<file path="config.mk">
export PLATFORM = sky130hd
export DESIGN_NAME = icache_top
export DESIGN_NICKNAME = d
export VERILOG_FILES = /design/src/source/icache_pkg.sv /design/src/source/icache_write_if.sv /design/src/source/icache_sram.sv /design/src/source/icache_lookup.sv /design/src/source/icache_miss_handler.sv /design/src/source/icache_top.sv
export VERILOG_INCLUDE_DIRS = /design/src /design/src/source
export SDC_FILE = /design/constraint.sdc
export NUM_CORES = 2
export LEC_CHECK = 0
export BUFFER_PORTS_ARGS = -buffer_cell sky130_fd_sc_hd__buf_2
export CELL_PAD_IN_SITES_DETAIL_PLACEMENT = 0
export CELL_PAD_IN_SITES_GLOBAL_PLACEMENT = 1
export CORE_MARGIN = 4
export CORE_UTILIZATION = 24
export CTS_BUF_LIST = sky130_fd_sc_hd__clkbuf_2
export DETAILED_ROUTE_END_ITERATION = 16
export PLACE_DENSITY = 0.47
export RECOVER_POWER = 50
export SETUP_SLACK_MARGIN = 0.4
export SLEW_MARGIN = 10
export SYNTH_ARGS = -nofsm -noshare
export SYNTH_HDL_FRONTEND = slang
export SYNTH_HIERARCHICAL = 1
export SYNTH_SLANG_ARGS = --single-unit
</file>
<file path="constraint.sdc">
create_clock -name clk_i -period 16 [get_ports clk_i]
set_input_delay 0.8 -clock clk_i [delete_from_list [all_inputs] [get_ports clk_i]]
set_output_delay 0.8 -clock clk_i [all_outputs]
set_load 0.01 [all_outputs]
</file>
<file path="src/source/icache_settings.svh">
// ~~~~~~~~~~~~~~~~~~~~~~~~~~~~~~
// Instruction cache sizes: address, line,
// index, ways and request ID widths
// ~~~~~~~~~~~~~~~~~~~~~~~~~~~~~~

`ifndef ICACHE_SETTINGS_SVH
`define ICACHE_SETTINGS_SVH

`define ICACHE_ADDR_W      32
`define ICACHE_LINE_W      64
`define ICACHE_OFFSET_W    3
`define ICACHE_LINE_COUNT  16
`define ICACHE_INDEX_W     4
`define ICACHE_WAYS        2
`define ICACHE_WAY_W       1
`define ICACHE_ID_W        4
// Address bits left above index and offset
`define ICACHE_TAG_W       25

`endif

</file>
<file path="src/source/icache_pkg.sv">
// ~~~~~~~~~~~~~~~~~~~~~~~~~~~~~~
// Instruction cache types: fetch address
// union, tag entry and lookup result
// ~~~~~~~~~~~~~~~~~~~~~~~~~~~~~~

`include "icache_settings.svh"

package icache_pkg;

    // One fetch address, seen raw or split into its fields
    typedef union packed {
        logic [`ICACHE_ADDR_W-1:0] raw;
        struct packed {
            logic [`ICACHE_TAG_W-1:0]    tag;
            logic [`ICACHE_INDEX_W-1:0]  index;
            logic [`ICACHE_OFFSET_W-1:0] offset;
        } f;
    } icache_addr_u;

    // Word kept in each tag bank
    typedef struct packed {
        logic                     valid;
        logic                     error;
        logic [`ICACHE_TAG_W-1:0] tag;
    } icache_tag_entry_t;

    typedef struct packed {
        icache_addr_u              addr;
        logic [`ICACHE_ID_W-1:0]   id;
        logic [`ICACHE_WAY_W-1:0]  way;
        logic                      hit;
        logic                      error;
        logic [`ICACHE_LINE_W-1:0] data;
    } icache_result_t;

endpackage

</file>
<file path="src/source/icache_write_if.sv">
// ~~~~~~~~~~~~~~~~~~~~~~~~~~~~~~
// Refill write channel from the miss
// handler into the lookup
// ~~~~~~~~~~~~~~~~~~~~~~~~~~~~~~

`timescale 1ns/1ps
`include "icache_settings.svh"

interface icache_write_if;

    logic [`ICACHE_INDEX_W-1:0] index;
    logic [`ICACHE_WAY_W-1:0]   way;
    logic [`ICACHE_LINE_W-1:0]  data;
    logic [`ICACHE_TAG_W-1:0]   tag;
    logic                       error;
    logic                       valid;
    logic                       ready;

    modport source (output index, way, data, tag, error, valid, input ready);
    modport sink (input index, way, data, tag, error, valid, output ready);

endinterface

</file>
<file path="src/source/icache_sram.sv">
// ~~~~~~~~~~~~~~~~~~~~~~~~~~~~~~
// Single-port synchronous RAM
// ~~~~~~~~~~~~~~~~~~~~~~~~~~~~~~

`timescale 1ns/1ps
`include "icache_settings.svh"

module icache_sram #(
    parameter int unsigned  DATA_W = `ICACHE_LINE_W,
    parameter int unsigned  WORDS  = `ICACHE_LINE_COUNT,
    localparam int unsigned ADDR_W = $clog2(WORDS)
) (
    input  logic              clk_i,
    input  logic              req_i,
    input  logic              we_i,
    input  logic [ADDR_W-1:0] addr_i,
    input  logic [DATA_W-1:0] wdata_i,
    output logic [DATA_W-1:0] rdata_o
);

    logic [DATA_W-1:0] mem_q [WORDS];

    // Read data held until the next read
    always_ff @(posedge clk_i) begin
        if (req_i) begin
            if (we_i) begin
                mem_q[addr_i] <= wdata_i;
            end else begin
                rdata_o <= mem_q[addr_i];
            end
        end
    end

endmodule

</file>
<file path="src/source/icache_lookup.sv">
// ~~~~~~~~~~~~~~~~~~~~~~~~~~~~~~
// Cache lookup: tag sweep, write/lookup mux,
// tag compare stage and data read stage
// ~~~~~~~~~~~~~~~~~~~~~~~~~~~~~~

`timescale 1ns/1ps
`include "icache_settings.svh"

module icache_lookup
    import icache_pkg::*;
(
    input  logic                    clk_i,
    input  logic                    rst_ni,
    input  logic                    flush_valid_i,
    output logic                    flush_ready_o,
    input  icache_addr_u            in_addr_i,
    input  logic [`ICACHE_ID_W-1:0] in_id_i,
    input  logic                    in_valid_i,
    output logic                    in_ready_o,
    output icache_result_t          out_result_o,
    output logic                    out_valid_o,
    input  logic                    out_ready_i,
    icache_write_if.sink            write_i
);

    localparam int unsigned DATA_ADDR_W = `ICACHE_WAY_W + `ICACHE_INDEX_W;
    localparam logic [`ICACHE_INDEX_W:0] SWEEP_END = (`ICACHE_INDEX_W + 1)'(`ICACHE_LINE_COUNT);

    logic [`ICACHE_INDEX_W:0]   sweep_q;
    logic                       sweeping;
    logic [`ICACHE_WAYS-1:0]    tag_req;
    logic                       tag_we;
    logic [`ICACHE_INDEX_W-1:0] tag_addr;
    icache_tag_entry_t          tag_wdata;
    icache_tag_entry_t          tag_rdata [`ICACHE_WAYS];
    icache_addr_u               write_addr;
    logic                       write_fire;
    logic                       in_fire;
    logic                       out_fire;
    logic                       t_free;
    logic                       t_advance;
    logic                       lookup_ok;
    logic                       t_valid_q;
    logic                       t_write_q;
    icache_addr_u               t_addr_q;
    logic [`ICACHE_ID_W-1:0]    t_id_q;
    logic [`ICACHE_WAY_W-1:0]   t_way_q;
    logic [`ICACHE_LINE_W-1:0]  t_data_q;
    logic [`ICACHE_WAYS-1:0]    way_hit;
    logic [`ICACHE_WAYS-1:0]    way_err;
    logic [`ICACHE_WAY_W-1:0]   hit_way;
    logic                       d_enter;
    logic [DATA_ADDR_W-1:0]     data_addr;
    logic [`ICACHE_LINE_W-1:0]  data_rdata;
    logic                       d_valid_q;
    logic                       d_loaded_q;
    icache_addr_u               d_addr_q;
    logic [`ICACHE_ID_W-1:0]    d_id_q;
    logic [`ICACHE_WAY_W-1:0]   d_way_q;
    logic                       d_hit_q;
    logic                       d_error_q;
    logic [`ICACHE_LINE_W-1:0]  d_data_q;

    // Tag clear sweep after reset and after each flush
    assign sweeping      = (sweep_q != SWEEP_END);
    assign flush_ready_o = flush_valid_i & ~sweeping;

    always_ff @(posedge clk_i or negedge rst_ni) begin
        if (!rst_ni) begin
            sweep_q <= '0;
        end else if (flush_ready_o) begin
            sweep_q <= '0;
        end else if (sweeping) begin
            sweep_q <= sweep_q + 1'b1;
        end
    end

    // Writes pass the data stage even while a result waits there.
    // At most one lookup waits in the data stage, so a refill always
    // finds the tag stage free
    assign out_fire  = out_valid_o & out_ready_i;
    assign t_advance = t_valid_q & (t_write_q | ~d_valid_q | out_fire);
    assign t_free    = ~t_valid_q | t_advance;
    assign lookup_ok = (~t_valid_q | t_write_q) & (~d_valid_q | out_fire);

    // Port mux, sweep first, then refill writes, then lookups
    always_comb begin
        write_i.ready = 1'b0;
        in_ready_o    = 1'b0;
        tag_req       = '0;
        tag_we        = 1'b0;
        tag_addr      = in_addr_i.f.index;
        tag_wdata     = '0;
        if (sweeping) begin
            tag_req  = '1;
            tag_we   = 1'b1;
            tag_addr = sweep_q[`ICACHE_INDEX_W-1:0];
        end else if (write_i.valid) begin
            write_i.ready          = t_free;
            tag_req[write_i.way]   = t_free;
            tag_we                 = 1'b1;
            tag_addr               = write_i.index;
            tag_wdata.valid        = 1'b1;
            tag_wdata.error        = write_i.error;
            tag_wdata.tag          = write_i.tag;
        end else begin
            in_ready_o = lookup_ok;
            tag_req    = {`ICACHE_WAYS{in_valid_i & lookup_ok}};
        end
    end

    assign write_fire     = write_i.valid & write_i.ready;
    assign in_fire        = in_valid_i & in_ready_o;
    assign write_addr.raw = {write_i.tag, write_i.index, {`ICACHE_OFFSET_W{1'b0}}};

    for (genvar w = 0; w < `ICACHE_WAYS; w++) begin : g_tag_bank
        icache_sram #(
            .DATA_W ($bits(icache_tag_entry_t)),
            .WORDS  (`ICACHE_LINE_COUNT)
        ) tag_bank_i (
            .clk_i   (clk_i),
            .req_i   (tag_req[w]),
            .we_i    (tag_we),
            .addr_i  (tag_addr),
            .wdata_i (tag_wdata),
            .rdata_o (tag_rdata[w])
        );
    end

    // Tag stage
    always_ff @(posedge clk_i or negedge rst_ni) begin
        if (!rst_ni) begin
            t_valid_q <= 1'b0;
            t_write_q <= 1'b0;
        end else if (t_free) begin
            t_valid_q <= write_fire | in_fire;
            t_write_q <= write_fire;
        end
    end

    always_ff @(posedge clk_i) begin
        if (write_fire) begin
            t_addr_q <= write_addr;
            t_way_q  <= write_i.way;
            t_data_q <= write_i.data;
        end else if (in_fire) begin
            t_addr_q <= in_addr_i;
            t_id_q   <= in_id_i;
        end
    end

    // Compare both ways, lowest way wins
    always_comb begin
        way_hit = '0;
        way_err = '0;
        hit_way = '0;
        for (int w = `ICACHE_WAYS - 1; w >= 0; w--) begin
            way_hit[w] = tag_rdata[w].valid && (tag_rdata[w].tag == t_addr_q.f.tag);
            way_err[w] = way_hit[w] && tag_rdata[w].error;
            if (way_hit[w]) begin
                hit_way = w[`ICACHE_WAY_W-1:0];
            end
        end
    end

    // Data stage, refills write the bank and leave no result
    assign d_enter   = t_advance & ~t_write_q;
    assign data_addr = {(t_write_q ? t_way_q : hit_way), t_addr_q.f.index};

    icache_sram #(
        .DATA_W (`ICACHE_LINE_W),
        .WORDS  (`ICACHE_LINE_COUNT * `ICACHE_WAYS)
    ) data_bank_i (
        .clk_i   (clk_i),
        .req_i   (t_advance),
        .we_i    (t_write_q),
        .addr_i  (data_addr),
        .wdata_i (t_data_q),
        .rdata_o (data_rdata)
    );

    always_ff @(posedge clk_i or negedge rst_ni) begin
        if (!rst_ni) begin
            d_valid_q  <= 1'b0;
            d_loaded_q <= 1'b0;
        end else if (d_enter) begin
            d_valid_q  <= 1'b1;
            d_loaded_q <= 1'b0;
        end else begin
            if (out_fire) begin
                d_valid_q <= 1'b0;
            end
            if (d_valid_q) begin
                d_loaded_q <= 1'b1;
            end
        end
    end

    always_ff @(posedge clk_i) begin
        if (d_enter) begin
            d_addr_q  <= t_addr_q;
            d_id_q    <= t_id_q;
            d_way_q   <= hit_way;
            d_hit_q   <= |way_hit;
            d_error_q <= |way_err;
        end
        // Line captured once, then held through a stall
        if (d_valid_q && !d_loaded_q) begin
            d_data_q <= data_rdata;
        end
    end

    assign out_valid_o = d_valid_q & d_loaded_q;

    always_comb begin
        out_result_o.addr  = d_addr_q;
        out_result_o.id    = d_id_q;
        out_result_o.way   = d_way_q;
        out_result_o.hit   = d_hit_q;
        out_result_o.error = d_error_q;
        out_result_o.data  = d_data_q;
    end

endmodule

</file>
<file path="src/source/icache_miss_handler.sv">
// ~~~~~~~~~~~~~~~~~~~~~~~~~~~~~~
// Miss handler: hit forwarding, line refill,
// round-robin victim and fetch response
// ~~~~~~~~~~~~~~~~~~~~~~~~~~~~~~

`timescale 1ns/1ps
`include "icache_settings.svh"

module icache_miss_handler
    import icache_pkg::*;
(
    input  logic                      clk_i,
    input  logic                      rst_ni,
    input  icache_result_t            res_i,
    input  logic                      res_valid_i,
    output logic                      res_ready_o,
    output logic [`ICACHE_ADDR_W-1:0] mem_req_addr_o,
    output logic                      mem_req_valid_o,
    input  logic                      mem_req_ready_i,
    input  logic [`ICACHE_LINE_W-1:0] mem_rsp_data_i,
    input  logic                      mem_rsp_error_i,
    input  logic                      mem_rsp_valid_i,
    icache_write_if.source            write_o,
    output logic [`ICACHE_LINE_W-1:0] rsp_data_o,
    output logic [`ICACHE_ID_W-1:0]   rsp_id_o,
    output logic                      rsp_hit_o,
    output logic                      rsp_error_o,
    output logic                      rsp_valid_o
);

    localparam logic [2:0] ST_IDLE  = 3'd0;
    localparam logic [2:0] ST_REQ   = 3'd1;
    localparam logic [2:0] ST_WAIT  = 3'd2;
    localparam logic [2:0] ST_WRITE = 3'd3;
    localparam logic [2:0] ST_RESP  = 3'd4;

    logic [2:0]                state_q;
    logic [2:0]                state_d;
    logic                      res_fire;
    logic                      refill_done;
    logic                      hit_rsp_q;
    logic [`ICACHE_WAY_W-1:0]  victim_q;
    icache_addr_u              miss_addr_q;
    icache_addr_u              line_addr;
    logic [`ICACHE_LINE_W-1:0] line_q;
    logic                      line_err_q;

    // Results are taken only while no miss is open
    assign res_ready_o = (state_q == ST_IDLE);
    assign res_fire    = res_valid_i & res_ready_o;
    assign refill_done = (state_q == ST_WRITE) & write_o.ready;

    always_comb begin
        state_d = state_q;
        case (state_q)
            ST_IDLE:  if (res_fire && !res_i.hit) state_d = ST_REQ;
            ST_REQ:   if (mem_req_ready_i) state_d = ST_WAIT;
            ST_WAIT:  if (mem_rsp_valid_i) state_d = ST_WRITE;
            ST_WRITE: if (write_o.ready) state_d = ST_RESP;
            ST_RESP:  state_d = ST_IDLE;
            default:  state_d = ST_IDLE;
        endcase
    end

    always_ff @(posedge clk_i or negedge rst_ni) begin
        if (!rst_ni) begin
            state_q   <= ST_IDLE;
            hit_rsp_q <= 1'b0;
            victim_q  <= '0;
        end else begin
            state_q   <= state_d;
            hit_rsp_q <= res_fire & res_i.hit;
            if (refill_done) begin
                victim_q <= victim_q + 1'b1;
            end
        end
    end

    always_ff @(posedge clk_i) begin
        if (res_fire) begin
            miss_addr_q <= res_i.addr;
            rsp_id_o    <= res_i.id;
            rsp_hit_o   <= res_i.hit;
            rsp_error_o <= res_i.error;
            rsp_data_o  <= res_i.data;
        end else if (refill_done) begin
            rsp_error_o <= line_err_q;
            rsp_data_o  <= line_q;
        end
        if ((state_q == ST_WAIT) && mem_rsp_valid_i) begin
            line_q     <= mem_rsp_data_i;
            line_err_q <= mem_rsp_error_i;
        end
    end

    // Memory fetches whole lines
    always_comb begin
        line_addr          = miss_addr_q;
        line_addr.f.offset = '0;
    end

    assign mem_req_addr_o  = line_addr.raw;
    assign mem_req_valid_o = (state_q == ST_REQ);

    // Error kept in the tag entry so later hits report it too
    assign write_o.valid = (state_q == ST_WRITE);
    assign write_o.index = miss_addr_q.f.index;
    assign write_o.tag   = miss_addr_q.f.tag;
    assign write_o.way   = victim_q;
    assign write_o.data  = line_q;
    assign write_o.error = line_err_q;

    assign rsp_valid_o = hit_rsp_q | (state_q == ST_RESP);

endmodule

</file>
<file path="src/source/icache_top.sv">
// ~~~~~~~~~~~~~~~~~~~~~~~~~~~~~~
// Instruction cache top: lookup pipeline
// and miss handler
// ~~~~~~~~~~~~~~~~~~~~~~~~~~~~~~

`timescale 1ns/1ps
`include "icache_settings.svh"

module icache_top
    import icache_pkg::*;
(
    input  logic                      clk_i,
    input  logic                      rst_ni,

    input  logic                      flush_valid_i,
    output logic                      flush_ready_o,

    input  logic [`ICACHE_ADDR_W-1:0] fetch_addr_i,
    input  logic [`ICACHE_ID_W-1:0]   fetch_id_i,
    input  logic                      fetch_valid_i,
    output logic                      fetch_ready_o,

    output logic [`ICACHE_LINE_W-1:0] fetch_rsp_data_o,
    output logic [`ICACHE_ID_W-1:0]   fetch_rsp_id_o,
    output logic                      fetch_rsp_hit_o,
    output logic                      fetch_rsp_error_o,
    output logic                      fetch_rsp_valid_o,

    output logic [`ICACHE_ADDR_W-1:0] mem_req_addr_o,
    output logic                      mem_req_valid_o,
    input  logic                      mem_req_ready_i,
    input  logic [`ICACHE_LINE_W-1:0] mem_rsp_data_i,
    input  logic                      mem_rsp_error_i,
    input  logic                      mem_rsp_valid_i
);

    icache_result_t result;
    logic           result_valid;
    logic           result_ready;

    // Refill path from the handler back into the lookup
    icache_write_if write_if ();

    icache_lookup icache_lookup_i (
        .clk_i         (clk_i),
        .rst_ni        (rst_ni),
        .flush_valid_i (flush_valid_i),
        .flush_ready_o (flush_ready_o),
        .in_addr_i     (fetch_addr_i),
        .in_id_i       (fetch_id_i),
        .in_valid_i    (fetch_valid_i),
        .in_ready_o    (fetch_ready_o),
        .out_result_o  (result),
        .out_valid_o   (result_valid),
        .out_ready_i   (result_ready),
        .write_i       (write_if.sink)
    );

    icache_miss_handler icache_miss_handler_i (
        .clk_i           (clk_i),
        .rst_ni          (rst_ni),
        .res_i           (result),
        .res_valid_i     (result_valid),
        .res_ready_o     (result_ready),
        .mem_req_addr_o  (mem_req_addr_o),
        .mem_req_valid_o (mem_req_valid_o),
        .mem_req_ready_i (mem_req_ready_i),
        .mem_rsp_data_i  (mem_rsp_data_i),
        .mem_rsp_error_i (mem_rsp_error_i),
        .mem_rsp_valid_i (mem_rsp_valid_i),
        .write_o         (write_if.source),
        .rsp_data_o      (fetch_rsp_data_o),
        .rsp_id_o        (fetch_rsp_id_o),
        .rsp_hit_o       (fetch_rsp_hit_o),
        .rsp_error_o     (fetch_rsp_error_o),
        .rsp_valid_o     (fetch_rsp_valid_o)
    );

endmodule

</file>
==> run metrics <==
status finished, violations left; violations in the final reports max-capacitance violations, max-slew violations; post-route minimum period just under 9 ns; total die area approximately 540000 um2; Worst Hold Depth 0; startpoint type of the worst setup path register; fin crit share between 50% and 60%; Rel. slew slack -319%; final worst clock skew 0.331 ns; number of nets in the layout between 7000 and 8000; cell at the root of the clock tree sky130_fd_sc_hd__clkbuf_2; top layer reached by signal wires met4; Slew @ Worst Pin 6.28 ns; H-Tree Level Count 6; Final Hold Fails 0; Worst setup startpoint icache_lookup_i/d_loaded_q; net switching component of the power roughly 5400 uW; RSZ-0062 raised after global routing no; first-pass GRT wire length between 500000 and 600000 um; Setup Fix Bufs, Post-CTS 0; CTS clk-pin slew, worst paths around 0.1 ns; internal power approximately 14000 uW; setup slack on the worst flop-to-flop path 7.05 ns; Peak VDD IR 0.100 mV; initial antenna violation count 23; total cell area at the placement stage ~140000 um2; count of input and output buffers between 200 and 250; length of routed met2 wiring 191000 um; overall via count from detail_route ~67000; cts hold-fix bufs 364; largest net degree at the start of global routing 140; Crit Reg-Reg Startpoint icache_lookup_i/d_loaded_q; total power density per cell area about 130 nW/um2; r2r worst-path depth 5; GRT Util Overall 13.8%; Clk Latency, worst-skew pair around 2.3 ns; number of resized instances in the post-cts repair step 0; Ys Warns 6; Crit. End Element register; DRC violation total after the first TritonRoute iteration approximately 5000; count of standard-cell rows ~270; number of global-route vias before repair 70500; Synth-to-Final Area Change 16.9%; switch share roughly 28%; via count normalized by instance count 4.40; power share of the combinational group 13.4%; Sink Count 3405; post-synthesis instance area between 100000 and 150000 um2; HP Class register to register; post-layout utilization of the core about 28%; share of final-layout standard cells stronger than drive strength 1 about 26%; global route overflow 0; count of maximum capacitance violations 17; maximum buffer depth of the clock tree 4; router iterations before antenna repair 5; CP Max Fanout 57; Final setup violation count 0; leakage power total roughly 0.050 uW; cells after synthesis 6275; clock share of power approximately a third; Residual DRC 0; CTS buffer count 898; clock tree from TritonCTS yes; last element of the critical path icache_miss_handler_i/rsp_data_o[39]; placeable core region roughly 530000 um2; die height between 700 and 800 um; HPWL reported at the end of detailed placement 201000 um; remaining antenna violation count 0; arrival time reported for the critical path endpoint ~11 ns; average wire per cell in the routed design between 20 and 30 um; aggregate routed wire length 386000 um; critical path class register to register; CP Data Required Time ~18 ns; M1 WL 168000 um; Max Transition Viols Final slightly below 600; final sum of negative setup slack 0 ns; end of the worst register-to-register path icache_miss_handler_i/rsp_data_o[39]; die extent in x roughly 740 um; met3 wire length between 15000 and 20000 um; Mean Syn Cell Area 20.3 um2; Sequential Power Share between 50% and 60%; final std cell area, no fill between 100000 and 150000 um2; final worst slack around 7 ns; Pwr Total about 19000 uW; starting utilization of the core area between 20 and 25%; I/O pin total about 210; worst slack, placed 9.89 ns; global placement routability congestion about 0.72; timing-limited maximum frequency ~110 MHz
[flip-flops by register name, indices dropped and copies added, names as in the netlist, 3 cells and up]
register                                       count
icache_lookup_i/d_addr_q                          29
icache_lookup_i/d_data_q                          64
icache_lookup_i/d_id_q                             4
icache_lookup_i/data_bank_i/mem_q               2048
icache_lookup_i/data_bank_i/rdata_o               64
icache_lookup_i/g_tag_bank.tag_bank_i/mem_q      864
icache_lookup_i/g_tag_bank.tag_bank_i/rdata_o     54
icache_lookup_i/sweep_q                            5
icache_lookup_i/t_addr_q                          29
icache_lookup_i/t_data_q                          64
icache_lookup_i/t_id_q                             4
icache_miss_handler_i/miss_addr_q                 29
icache_miss_handler_i/rsp_data_o                  64
icache_miss_handler_i/rsp_id_o                     4
icache_miss_handler_i/state_q                      3
icache_miss_handler_i/write_o.data                64
[critical path: stages, from the launching register on]
cell,delay (ns)
sky130_fd_sc_hd__dfrtp_1,0.43
sky130_fd_sc_hd__and2_0,0.20
sky130_fd_sc_hd__nor4b_1,0.34
sky130_fd_sc_hd__clkbuf_1,2.87
sky130_fd_sc_hd__clkbuf_1,3.81
sky130_fd_sc_hd__mux2_1,0.82
[how the worst min path moves through the flow]
stage,to,slack (ns),start
final,icache_lookup_i/d_data_q[48],0.22,icache_lookup_i/data_bank_i/rdata_o[48]
after global routing,icache_miss_handler_i/write_o.data[39],0.15,mem_rsp_data_i[39]
after CTS,icache_miss_handler_i/write_o.data[0],0.002,mem_rsp_data_i[0]
after detailed placement,icache_lookup_i/d_data_q[15],0.40,icache_lookup_i/data_bank_i/rdata_o[15]
after global placement,icache_miss_handler_i/miss_addr_q[16],0.40,icache_lookup_i/d_addr_q[16]
after floorplan,icache_lookup_i/d_data_q[0],0.40,icache_lookup_i/data_bank_i/rdata_o[0]
[per-stage QoR]
stage,instances,hold WS (ns)
4_1_cts,15200,0.00225
6_report,15300,0.224
3_5_place_dp,13300,0.405
2_1_floorplan,6277,0.400
5_1_grt,15200,0.155
3_3_place_gp,13300,0.401
[final cells by class]
type                    count  area [um2]
repair buffers            758        6120
inverters                   9        36.3
well taps                6994        8750
clock buffers            1320        6610
diodes                     25        62.6
flip-flops and latches   3405      102000
multi-input cells        2494       23900
fillers                 53100      380000
clock inverters           248        1440
[cells in the final DEF (no fill, tap or decap), types with 8 or more instances in the layout]
master and instances:
sky130_fd_sc_hd__mux2_1 23, sky130_fd_sc_hd__clkinvlp_4 13, sky130_fd_sc_hd__mux2_2 43, sky130_fd_sc_hd__clkinv_1 164, sky130_fd_sc_hd__clkbuf_1 30, sky130_fd_sc_hd__mux4_2 216, sky130_fd_sc_hd__bufinv_16 8, sky130_fd_sc_hd__edfxtp_1 3391
sky130_fd_sc_hd__xnor2_1 28, sky130_fd_sc_hd__a22oi_1 108, sky130_fd_sc_hd__xor2_1 24, sky130_fd_sc_hd__nor2_4 52, sky130_fd_sc_hd__and3_1 26, sky130_fd_sc_hd__inv_6 14, sky130_fd_sc_hd__o22ai_1 513, sky130_fd_sc_hd__nand2_1 139
sky130_fd_sc_hd__clkbuf_2 1320, sky130_fd_sc_hd__nand4_1 11, sky130_fd_sc_hd__buf_12 8, sky130_fd_sc_hd__clkinv_2 26, sky130_fd_sc_hd__dfrtp_1 14, sky130_fd_sc_hd__nor4_1 136, sky130_fd_sc_hd__dlygate4sd3_1 364, sky130_fd_sc_hd__mux2i_1 1029
sky130_fd_sc_hd__buf_2 188, sky130_fd_sc_hd__diode_2 25, sky130_fd_sc_hd__nor3_2 12, sky130_fd_sc_hd__nand4b_1 10, sky130_fd_sc_hd__a22o_1 29, sky130_fd_sc_hd__buf_4 168
[per-layer routing]
| layer | track usage (%) | vias up |
|---|---|---|
| li1 | - | 29000 |
| met1 | 18.0 | 35600 |
| met2 | 23.7 | 1924 |
| met3 | 2.29 | 528 |
| met4 | 3.54 | 0 |
| met5 | 0 | - |
[power groups by stage]
| stage | registers [uW] | clock network, uW | logic, uW |
|---|---|---|---|
| 2_1_floorplan | 10600 | 0 | 1650 |
| 3_3_place_gp | 10700 | 0 | 2570 |
| 3_5_place_dp | 10700 | 0 | 2580 |
| 4_1_cts | 10500 | 6340 | 2660 |
| 5_1_grt | 10500 | 6810 | 2760 |
| 6_report | 10500 | 6000 | 2560 |
No activity file was read; power rests on OpenSTA's default activity.
